$ cat config.mk
export PLATFORM = sky130hd
export DESIGN_NAME = spidergon_node
export DESIGN_NICKNAME = d
export VERILOG_FILES = /design/src/verilog/noc_pkg.sv /design/src/verilog/switch_if.sv /design/src/verilog/vc_buffer_bank.sv /design/src/verilog/node_control.sv /design/src/verilog/output_channel.sv /design/src/verilog/spidergon_node.sv
export SDC_FILE = /design/constraint.sdc
export NUM_CORES = 1
export LEC_CHECK = 0
export BUFFER_PORTS_ARGS = -buffer_cell sky130_fd_sc_hd__buf_2
export CAP_MARGIN = 20
export CORE_ASPECT_RATIO = 1.25
export CORE_MARGIN = 1.5
export CORE_UTILIZATION = 58
export DETAILED_ROUTE_END_ITERATION = 10
export PLACE_DENSITY = 0.77
export SLEW_MARGIN = 40
export SYNTH_ARGS = -nofsm -noshare
export SYNTH_HDL_FRONTEND = slang
export SYNTH_SLANG_ARGS = --single-unit
export TNS_END_PERCENT = 100
$ cat constraint.sdc
create_clock -name clk -period 7.3 [get_ports clk]
set_input_delay 1.095 -clock clk [delete_from_list [all_inputs] [get_ports clk]]
set_output_delay 1.095 -clock clk [all_outputs]
set_load 0.02 [all_outputs]
$ cat src/verilog/noc_pkg.sv
// flit layout and counts for one spidergon node; networks of at most 8 nodes, 2 vcs per port
package noc_pkg;

	localparam int NUM_VC = 2; // virtual channels per port
	localparam int VC_W = (NUM_VC > 1) ? $clog2(NUM_VC) : 1;
	localparam int NUM_RING_PORTS = 3; // anticlockwise, clockwise, across
	localparam int NODE_ID_W = 3; // node number width
	localparam int PAYLOAD_W = 9; // data bits per flit

	// flit kind codes
	typedef enum logic [1:0]
	{
		kind_tail = 2'b00,
		kind_head = 2'b01,
		kind_body = 2'b10,
		kind_header = 2'b11 // single-flit packet that allocates and frees in one go
	} flit_kind_t;

	// output direction with ring ports first so they double as array indices
	typedef enum logic [1:0]
	{
		port_anticlockwise = 2'd0,
		port_clockwise = 2'd1,
		port_across = 2'd2,
		port_local = 2'd3 // ejection to the cpu
	} port_t;

	// 18 bit flit whose dest only matters on head and header flits
	typedef struct packed
	{
		flit_kind_t kind;
		logic [VC_W-1:0] vc; // vc at the receiving input port
		logic [NODE_ID_W-1:0] dest;
		logic [NODE_ID_W-1:0] src;
		logic [PAYLOAD_W-1:0] payload;
	} flit_t;

endpackage

$ cat src/verilog/switch_if.sv
// buffer bank to controller link; dequeue may only be raised on a vc whose empty flag is low
`timescale 1ns/100ps

interface switch_if;
	import noc_pkg::*;

	flit_t head_flit [NUM_VC]; // oldest flit of each vc fifo
	logic [NUM_VC-1:0] empty; // fifo holds nothing
	logic [NUM_VC-1:0] dequeue; // pop that fifo at the next edge

	// input buffer side
	modport buffer
	(
		output head_flit,
		output empty,
		input dequeue
	);

	// allocation and arbitration side
	modport control
	(
		input head_flit,
		input empty,
		output dequeue
	);

endinterface

$ cat src/verilog/vc_buffer_bank.sv
// input fifos for one ring port; upstream must respect credits, a write into a full fifo is lost
`timescale 1ns/100ps

module vc_buffer_bank
#(
	parameter int BUFFER_DEPTH = 2 // at least 1 entry per vc
)
(
	input logic clk,
	input logic reset,
	input noc_pkg::flit_t in_flit,
	input logic in_valid,
	output logic [noc_pkg::NUM_VC-1:0] in_credit, // one pulse per dequeue back to upstream
	switch_if.buffer sw
);
	import noc_pkg::*;

	localparam int PTR_W = (BUFFER_DEPTH > 1) ? $clog2(BUFFER_DEPTH) : 1;
	localparam int CNT_W = $clog2(BUFFER_DEPTH + 1);

	// circular pointer step
	function automatic logic [PTR_W-1:0] next_ptr(input logic [PTR_W-1:0] ptr);
		return (ptr == PTR_W'(BUFFER_DEPTH - 1)) ? '0 : ptr + 1'b1;
	endfunction

	for (genvar v = 0; v < NUM_VC; v++)
	begin : g_vc
		flit_t mem [BUFFER_DEPTH]; // fifo storage
		logic [PTR_W-1:0] wr_ptr;
		logic [PTR_W-1:0] rd_ptr;
		logic [CNT_W-1:0] count; // entries held
		logic wr_en;
		logic rd_en;

		assign wr_en = in_valid && (in_flit.vc == VC_W'(v)); // vc field picks the fifo
		assign rd_en = sw.dequeue[v];

		always_ff @(posedge clk)
		begin
			if (wr_en)
				mem[wr_ptr] <= in_flit;
		end

		always_ff @(posedge clk)
		begin
			if (reset)
			begin
				wr_ptr <= '0;
				rd_ptr <= '0;
				count <= '0;
			end
			else
			begin
				if (wr_en)
					wr_ptr <= next_ptr(wr_ptr);
				if (rd_en)
					rd_ptr <= next_ptr(rd_ptr);
				if (wr_en && !rd_en)
					count <= count + 1'b1;
				else if (!wr_en && rd_en)
					count <= count - 1'b1; // push and pop together leave count alone
			end
		end

		assign sw.head_flit[v] = mem[rd_ptr]; // front of queue while not empty
		assign sw.empty[v] = (count == '0);
	end

	// credit back upstream one cycle after the pop
	always_ff @(posedge clk)
	begin
		if (reset)
			in_credit <= '0;
		else
			in_credit <= sw.dequeue;
	end

endmodule

$ cat src/verilog/node_control.sv
// vc allocation and switch arbitration; dest must be below NUM_NODES, cpu ejection never stalls
`timescale 1ns/100ps

module node_control
#(
	parameter int NUM_NODES = 8, // 4 or 8
	parameter int NODE_ID = 0
)
(
	input logic clk,
	input logic reset,
	input logic [noc_pkg::NUM_VC-1:0] has_credit [noc_pkg::NUM_RING_PORTS], // per ring output
	switch_if.control sw_acw,
	switch_if.control sw_cw,
	switch_if.control sw_across,
	output logic [noc_pkg::NUM_RING_PORTS-1:0] send,
	output noc_pkg::flit_t send_flit [noc_pkg::NUM_RING_PORTS],
	output noc_pkg::flit_t cpu_flit,
	output logic cpu_valid
);
	import noc_pkg::*;

	localparam int NUM_IN = NUM_RING_PORTS * NUM_VC; // input vcs indexed by port*NUM_VC + vc
	localparam int NUM_OUT = NUM_RING_PORTS + 1; // ring outputs plus local
	localparam int IDX_W = $clog2(NUM_IN);

	flit_t head [NUM_IN]; // front flits of all input vcs
	logic [NUM_IN-1:0] empty;
	logic [NUM_IN-1:0] dequeue;

	logic [NUM_IN-1:0] req; // input vc wants its port this cycle
	port_t req_port [NUM_IN];
	logic [VC_W-1:0] req_vc [NUM_IN]; // output vc it would use

	port_t alloc_port [NUM_IN]; // allocation table written by granted heads
	logic [VC_W-1:0] alloc_vc [NUM_IN];
	logic [NUM_VC-1:0] busy [NUM_RING_PORTS]; // output vc owned by an open packet

	logic [IDX_W-1:0] rr_ptr [NUM_OUT]; // round-robin start per output
	logic [NUM_OUT-1:0] gnt_any;
	logic [IDX_W-1:0] gnt_idx [NUM_OUT];

	// relative distance picks the ring quarter
	function automatic port_t route(input logic [NODE_ID_W-1:0] dest);
		int rel;
		rel = (int'(dest) - NODE_ID + NUM_NODES) % NUM_NODES;
		if (rel == 0)
			return port_local;
		else if (rel <= NUM_NODES / 4)
			return port_clockwise;
		else if (rel >= 3 * NUM_NODES / 4)
			return port_anticlockwise;
		else
			return port_across;
	endfunction

	// gather the three banks in port_t order
	for (genvar v = 0; v < NUM_VC; v++)
	begin : g_gather
		assign head[v] = sw_acw.head_flit[v];
		assign head[NUM_VC + v] = sw_cw.head_flit[v];
		assign head[2 * NUM_VC + v] = sw_across.head_flit[v];
	end
	assign empty = {sw_across.empty, sw_cw.empty, sw_acw.empty};
	assign sw_acw.dequeue = dequeue[0 +: NUM_VC];
	assign sw_cw.dequeue = dequeue[NUM_VC +: NUM_VC];
	assign sw_across.dequeue = dequeue[2 * NUM_VC +: NUM_VC];

	// request per input vc
	always_comb
	begin : requests
		logic [NUM_VC-1:0] free;
		for (int i = 0; i < NUM_IN; i++)
		begin
			free = '0;
			req_vc[i] = '0;
			if (head[i].kind inside {kind_head, kind_header})
			begin
				req_port[i] = route(head[i].dest);
				if (req_port[i] == port_local)
					req[i] = !empty[i]; // cpu always takes it
				else
				begin
					free = ~busy[req_port[i]] & has_credit[req_port[i]];
					for (int v = NUM_VC - 1; v >= 0; v--)
					begin
						if (free[v])
							req_vc[i] = VC_W'(v); // lowest free vc wins
					end
					req[i] = !empty[i] && (|free);
				end
			end
			else
			begin
				// body and tail follow the head's allocation
				req_port[i] = alloc_port[i];
				req_vc[i] = alloc_vc[i];
				req[i] = !empty[i] &&
					((alloc_port[i] == port_local) || has_credit[alloc_port[i]][alloc_vc[i]]);
			end
		end
	end

	// one round-robin arbiter per output searching from rr_ptr
	always_comb
	begin : arbiters
		int idx;
		for (int o = 0; o < NUM_OUT; o++)
		begin
			gnt_any[o] = 1'b0;
			gnt_idx[o] = '0;
			for (int k = 0; k < NUM_IN; k++)
			begin
				idx = (int'(rr_ptr[o]) + k) % NUM_IN;
				if (!gnt_any[o] && req[idx] && (req_port[idx] == port_t'(o)))
				begin
					gnt_any[o] = 1'b1;
					gnt_idx[o] = IDX_W'(idx);
				end
			end
		end
	end

	// each input asks for one output only so it never pops twice
	always_comb
	begin
		dequeue = '0;
		for (int o = 0; o < NUM_OUT; o++)
		begin
			if (gnt_any[o])
				dequeue[gnt_idx[o]] = 1'b1;
		end
	end

	// crossbar to the ring outputs with vc rewritten to the output allocation
	always_comb
	begin
		for (int o = 0; o < NUM_RING_PORTS; o++)
		begin
			send[o] = gnt_any[o];
			send_flit[o] = head[gnt_idx[o]];
			send_flit[o].vc = req_vc[gnt_idx[o]];
		end
	end

	always_ff @(posedge clk)
	begin
		if (reset)
		begin
			for (int o = 0; o < NUM_OUT; o++)
				rr_ptr[o] <= '0;
			for (int p = 0; p < NUM_RING_PORTS; p++)
				busy[p] <= '0;
			cpu_valid <= 1'b0;
		end
		else
		begin
			for (int o = 0; o < NUM_OUT; o++)
			begin
				if (gnt_any[o]) // move just past the winner
					rr_ptr[o] <= (gnt_idx[o] == IDX_W'(NUM_IN - 1)) ? '0 : gnt_idx[o] + 1'b1;
			end
			for (int i = 0; i < NUM_IN; i++)
			begin
				if (dequeue[i] && (req_port[i] != port_local))
				begin
					if (head[i].kind == kind_head)
						busy[req_port[i]][req_vc[i]] <= 1'b1; // open packet
					else if (head[i].kind == kind_tail)
						busy[req_port[i]][req_vc[i]] <= 1'b0; // header never marks it
				end
			end
			cpu_valid <= gnt_any[port_local];
		end
	end

	// allocation table and cpu output register
	always_ff @(posedge clk)
	begin
		for (int i = 0; i < NUM_IN; i++)
		begin
			if (dequeue[i] && (head[i].kind == kind_head))
			begin
				alloc_port[i] <= req_port[i];
				alloc_vc[i] <= req_vc[i];
			end
		end
		if (gnt_any[port_local])
			cpu_flit <= head[gnt_idx[port_local]]; // vc left as received
	end

endmodule

$ cat src/verilog/output_channel.sv
// one ring output; credit counters start full at reset and expect at most one return per flit
`timescale 1ns/100ps

module output_channel
#(
	parameter int BUFFER_DEPTH = 2 // downstream fifo entries per vc
)
(
	input logic clk,
	input logic reset,
	input logic send,
	input noc_pkg::flit_t send_flit, // vc already the output vc
	input logic [noc_pkg::NUM_VC-1:0] out_credit, // returns from downstream
	output logic [noc_pkg::NUM_VC-1:0] has_credit,
	output noc_pkg::flit_t out_flit,
	output logic out_valid
);
	import noc_pkg::*;

	localparam int CNT_W = $clog2(BUFFER_DEPTH + 1);

	logic [CNT_W-1:0] credit_cnt [NUM_VC]; // free slots downstream
	logic [NUM_VC-1:0] take; // flit leaves on that vc

	always_comb
	begin
		for (int v = 0; v < NUM_VC; v++)
		begin
			take[v] = send && (send_flit.vc == VC_W'(v));
			has_credit[v] = (credit_cnt[v] != '0);
		end
	end

	always_ff @(posedge clk)
	begin
		if (reset)
		begin
			for (int v = 0; v < NUM_VC; v++)
				credit_cnt[v] <= CNT_W'(BUFFER_DEPTH);
			out_valid <= 1'b0;
		end
		else
		begin
			for (int v = 0; v < NUM_VC; v++)
			begin
				if (take[v] && !out_credit[v])
					credit_cnt[v] <= credit_cnt[v] - 1'b1;
				else if (!take[v] && out_credit[v])
					credit_cnt[v] <= credit_cnt[v] + 1'b1; // both at once cancel
			end
			out_valid <= send; // single cycle strobe
		end
	end

	always_ff @(posedge clk)
	begin
		if (send)
			out_flit <= send_flit;
	end

endmodule

$ cat src/verilog/spidergon_node.sv
// spidergon node top; credit flow control on all ring ports, no cpu injection, cpu side never stalls
`timescale 1ns/100ps

module spidergon_node
#(
	parameter int NUM_NODES = 8,
	parameter int NODE_ID = 0,
	parameter int BUFFER_DEPTH = 2
)
(
	input logic clk,
	input logic reset,
	input noc_pkg::flit_t in_flit_acw,
	input logic in_valid_acw,
	output logic [noc_pkg::NUM_VC-1:0] in_credit_acw,
	input noc_pkg::flit_t in_flit_cw,
	input logic in_valid_cw,
	output logic [noc_pkg::NUM_VC-1:0] in_credit_cw,
	input noc_pkg::flit_t in_flit_across,
	input logic in_valid_across,
	output logic [noc_pkg::NUM_VC-1:0] in_credit_across,
	output noc_pkg::flit_t out_flit_acw,
	output logic out_valid_acw,
	input logic [noc_pkg::NUM_VC-1:0] out_credit_acw,
	output noc_pkg::flit_t out_flit_cw,
	output logic out_valid_cw,
	input logic [noc_pkg::NUM_VC-1:0] out_credit_cw,
	output noc_pkg::flit_t out_flit_across,
	output logic out_valid_across,
	input logic [noc_pkg::NUM_VC-1:0] out_credit_across,
	output noc_pkg::flit_t cpu_flit,
	output logic cpu_valid
);
	import noc_pkg::*;

	logic [NUM_VC-1:0] has_credit [NUM_RING_PORTS]; // indexed by port_t
	logic [NUM_RING_PORTS-1:0] send;
	flit_t send_flit [NUM_RING_PORTS];

	switch_if sw_acw_if ();
	switch_if sw_cw_if ();
	switch_if sw_across_if ();

	// input side, one bank per incoming link
	vc_buffer_bank #(.BUFFER_DEPTH(BUFFER_DEPTH)) i_bank_acw (.clk(clk), .reset(reset),
		.in_flit(in_flit_acw), .in_valid(in_valid_acw), .in_credit(in_credit_acw),
		.sw(sw_acw_if.buffer));
	vc_buffer_bank #(.BUFFER_DEPTH(BUFFER_DEPTH)) i_bank_cw (.clk(clk), .reset(reset),
		.in_flit(in_flit_cw), .in_valid(in_valid_cw), .in_credit(in_credit_cw),
		.sw(sw_cw_if.buffer));
	vc_buffer_bank #(.BUFFER_DEPTH(BUFFER_DEPTH)) i_bank_across (.clk(clk), .reset(reset),
		.in_flit(in_flit_across), .in_valid(in_valid_across), .in_credit(in_credit_across),
		.sw(sw_across_if.buffer));

	node_control #(.NUM_NODES(NUM_NODES), .NODE_ID(NODE_ID)) i_node_control (.clk(clk),
		.reset(reset), .has_credit(has_credit), .sw_acw(sw_acw_if.control),
		.sw_cw(sw_cw_if.control), .sw_across(sw_across_if.control), .send(send),
		.send_flit(send_flit), .cpu_flit(cpu_flit), .cpu_valid(cpu_valid));

	// output side in port_t order
	output_channel #(.BUFFER_DEPTH(BUFFER_DEPTH)) i_out_acw (.clk(clk), .reset(reset),
		.send(send[port_anticlockwise]), .send_flit(send_flit[port_anticlockwise]),
		.out_credit(out_credit_acw), .has_credit(has_credit[port_anticlockwise]),
		.out_flit(out_flit_acw), .out_valid(out_valid_acw));
	output_channel #(.BUFFER_DEPTH(BUFFER_DEPTH)) i_out_cw (.clk(clk), .reset(reset),
		.send(send[port_clockwise]), .send_flit(send_flit[port_clockwise]),
		.out_credit(out_credit_cw), .has_credit(has_credit[port_clockwise]),
		.out_flit(out_flit_cw), .out_valid(out_valid_cw));
	output_channel #(.BUFFER_DEPTH(BUFFER_DEPTH)) i_out_across (.clk(clk), .reset(reset),
		.send(send[port_across]), .send_flit(send_flit[port_across]),
		.out_credit(out_credit_across), .has_credit(has_credit[port_across]),
		.out_flit(out_flit_across), .out_valid(out_valid_across));

endmodule

==> impl_metrics.ini <==
[run_status]
status = complete, no violations

[logic_synthesis]
ys_types = 100
synthesis.area_sq_um = 23900
muxShareOfSynthArea_pct = 7.86
synth_fa_ha_area_share_pct = 3.83
synth-seq-cells = 376
syn_inst = 2348
ys_async_sr_fraction_pct = 0
syn_avg_cell_area_sq_um = 10.2
syn-num-nets = 2483
synth-simple-area-share_pct = 13.7
synth_xor_xnor_area_share_pct = 2.31
synth-compound-area-share_pct = 22.9
ys.flop_type = edfxtp_1
synth_top_family_by_area = compound AO/OA/AOI/OAI gates
ys_seq_area_share_pct = 45.5
synth_edf_count = 336
synth_warnings = 0

[timing]
slew_headroom_pct = 42.1
slew_violations = 0
setup_viol = 0
tightest_slew_ns = 0.859
fin_crit_sh_pct = 91.1
finClkSkew_ns = 0.0353
tns_ns = 0
hold_viol = 0
layout_min_cycle_time_ns = 6.65
max_freq_ghz = 0.150
rsz0062_at_grt = false

[floorplan]
dieArea_sq_um = 42500
coreArea_sq_um = 40900
rows = 83
io_pins = 147
start_util_pct = 58.4
fp.dieH_um = 230
die_x_um = 185

[run]
drv_cap = 0

[cts]
numClockSinks = 376
numCtsBuffers = 36
cts-hold-fix-buffers = 0
clk_latency_ns = 0.56
cts_setup_buffers = 0
cts_max_path_buffers = 3
root_buffer = clkbuf_16
cts_htree_levels = 2
ctsResizeCount = 0
tritoncts = built
path_clk_slew_ns = 0.07

[final_layout]
multi_input_area_sq_um = 12200
nFillCells = 3202
seqCellArea_sq_um = 10900
layout.cells.most_common = edfxtp_1
drive_gt1_share_pct = 18.4
area_growth_pct = 11.6
final_cell_mix = 336 x edfxtp_1, 205 x nor2_1, 153 x a21oi_1
nets = 2610

[critical_path]
cp-start-kind = register
arrival_ns = 6.91
crit_required_ns = 7.56
critPathKind = register to register
rrSetupSlack_ns = 0.65
crit_fanout = 14
endpoint_kind = register

[min_path]
min_path_type = register to register

[grt]
grt_pass1_wl_um = 134000
overflow = 0
grt_usage_pct = 43.4
antenna_found_initial = 2
grt_max_degree = 49
grt_pass1_vias = 21100

[drt]
wl_per_cell_um = 30.4
first_pass_iters = 7
wl_um = 92900
drc_errors = 0
vias = 21900
ant_nets = 0
drt-initial-drc-count = 2866
viasPerCell = 7.18

[placement]
gp_congestion = 1.13
port_buffers = 146
place_hpwl_um = 67000
## area by class of cell
type                       instances  share of cell area (%)
multi-input combinational       1740                    45.8
sequential                       376                    40.8
timing repair buffer             233                    5.18
clock buffer                      46                    3.60
tap                              552                    2.59
inverter                          88                    1.24
clock inverter                    19                   0.736
antenna                            1                 0.00938
## metrics by stage
| step | util, % | instance area, sq um | setup slack [ns] | hold slack [ns] | instances |
|---|---|---|---|---|---|
| 4_1_cts | 65.2 | 26700 | 0.814 | 0.494 | 3054 |
| 3_3_place_gp | 62.3 | 25500 | 0.929 | 0.466 | 2988 |
| 2_1_floorplan | - | 23900 | 1.99 | 0.453 | 2348 |
| 5_1_grt | 65.2 | 26700 | 0.205 | 0.519 | 3055 |
| 3_5_place_dp | 62.3 | 25500 | 0.864 | 0.482 | 2989 |
| 6_report | 65.2 | 26700 | 0.651 | 0.490 | 3055 |
## kinds of logic after synthesis
family / Yosys count
fa+ha+maj: 74
compound gates: 759
simple gates: 676
mux: 168
xor+xnor: 63
flops: 376
buf+inv: 232
## synth_stat cells (all sizes together), types with 9 or more instances
cell type | number | area, sq um
o311a | 15 | 150
o311ai | 10 | 87.6
nor2 | 210 | 788
a22oi | 48 | 360
inv | 85 | 319
or2 | 15 | 93.9
a21o | 10 | 75.1
o31ai | 20 | 150
o22ai | 37 | 238
and3 | 13 | 81.3
a21oi | 155 | 776
nor2b | 14 | 87.6
xnor2 | 39 | 342
nand3 | 66 | 330
a311oi | 9 | 97.6
a21boi | 11 | 86.3
a31oi | 32 | 200
mux2 | 90 | 1010
and2 | 20 | 128
o21a | 16 | 120
a22o | 42 | 368
dfxtp | 40 | 801
o211ai | 32 | 254
nor4 | 19 | 119
nand2 | 141 | 529
nand2b | 23 | 144
a211oi | 67 | 513
edfxtp | 336 | 10100
nor3b | 16 | 120
a2111oi | 21 | 223
nor3 | 69 | 357
o21ai | 96 | 480
clkbuf | 105 | 394
mux2i | 75 | 800
nand4 | 9 | 56.3
xor2 | 24 | 210
a221oi | 41 | 384
or3 | 35 | 229
buf | 39 | 200
ha | 70 | 876
## path summary, 6_finish.rpt
| path | from | cells after the start | endpoint |
|---|---|---|---|
| min | i_bank_across.g_vc[1].count[1] | 2 | i_bank_across.g_vc[1].count[1] |
| min reg2reg | i_bank_across.g_vc[1].count[1] | 2 | i_bank_across.g_vc[1].count[1] |
| max reg2reg | i_node_control.rr_ptr[1][0] | 17 | i_out_cw.out_flit[10] |
| max | i_node_control.rr_ptr[1][0] | 17 | i_out_cw.out_flit[10] |
## registers in the layout, indices dropped and copies added, names as in the netlist, 6 cells and up, named ones only
register	count
i_out_acw.out_flit	18
i_node_control.rr_ptr	12
i_out_across.out_flit	18
i_bank_across.g_vc.mem	72
i_bank_acw.g_vc.mem	72
i_node_control.alloc_vc	6
i_node_control.alloc_port	12
i_bank_cw.g_vc.mem	72
i_node_control.busy	6
i_node_control.cpu_flit	18
i_out_cw.out_flit	18
## routing by layer
| metal | global-route usage (%) | share of wire [%] | vias up |
|---|---|---|---|
| met5 | 0 | 0.014 | - |
| met4 | 37.9 | 11 | 2 |
| met3 | 9.58 | 10 | 539 |
| met2 | 68.8 | 46 | 1648 |
| met1 | 49.3 | 33 | 10300 |
| li1 | - | - | 9416 |
## critical path: stages, from the launching register on
cell	delay, ns
edfxtp_1	0.74
clkinv_1	0.53
ha_1	0.40
xnor2_1	0.34
ha_1	0.30
nand3b_1	0.17
and2_1	0.19
a21oi_1	0.33
and3b_1	0.24
a311o_1	0.42
mux2_2	0.31
a211oi_2	0.37
o21a_1	0.40
buf_4	0.29
nand2b_1	0.58
nor2_1	0.11
a2111oi_0	0.54
a21oi_1	0.09
Power is left out: the tool's default activity adds up to more than one toggle a clock period on the data nets, which glitch-free logic cannot reach.
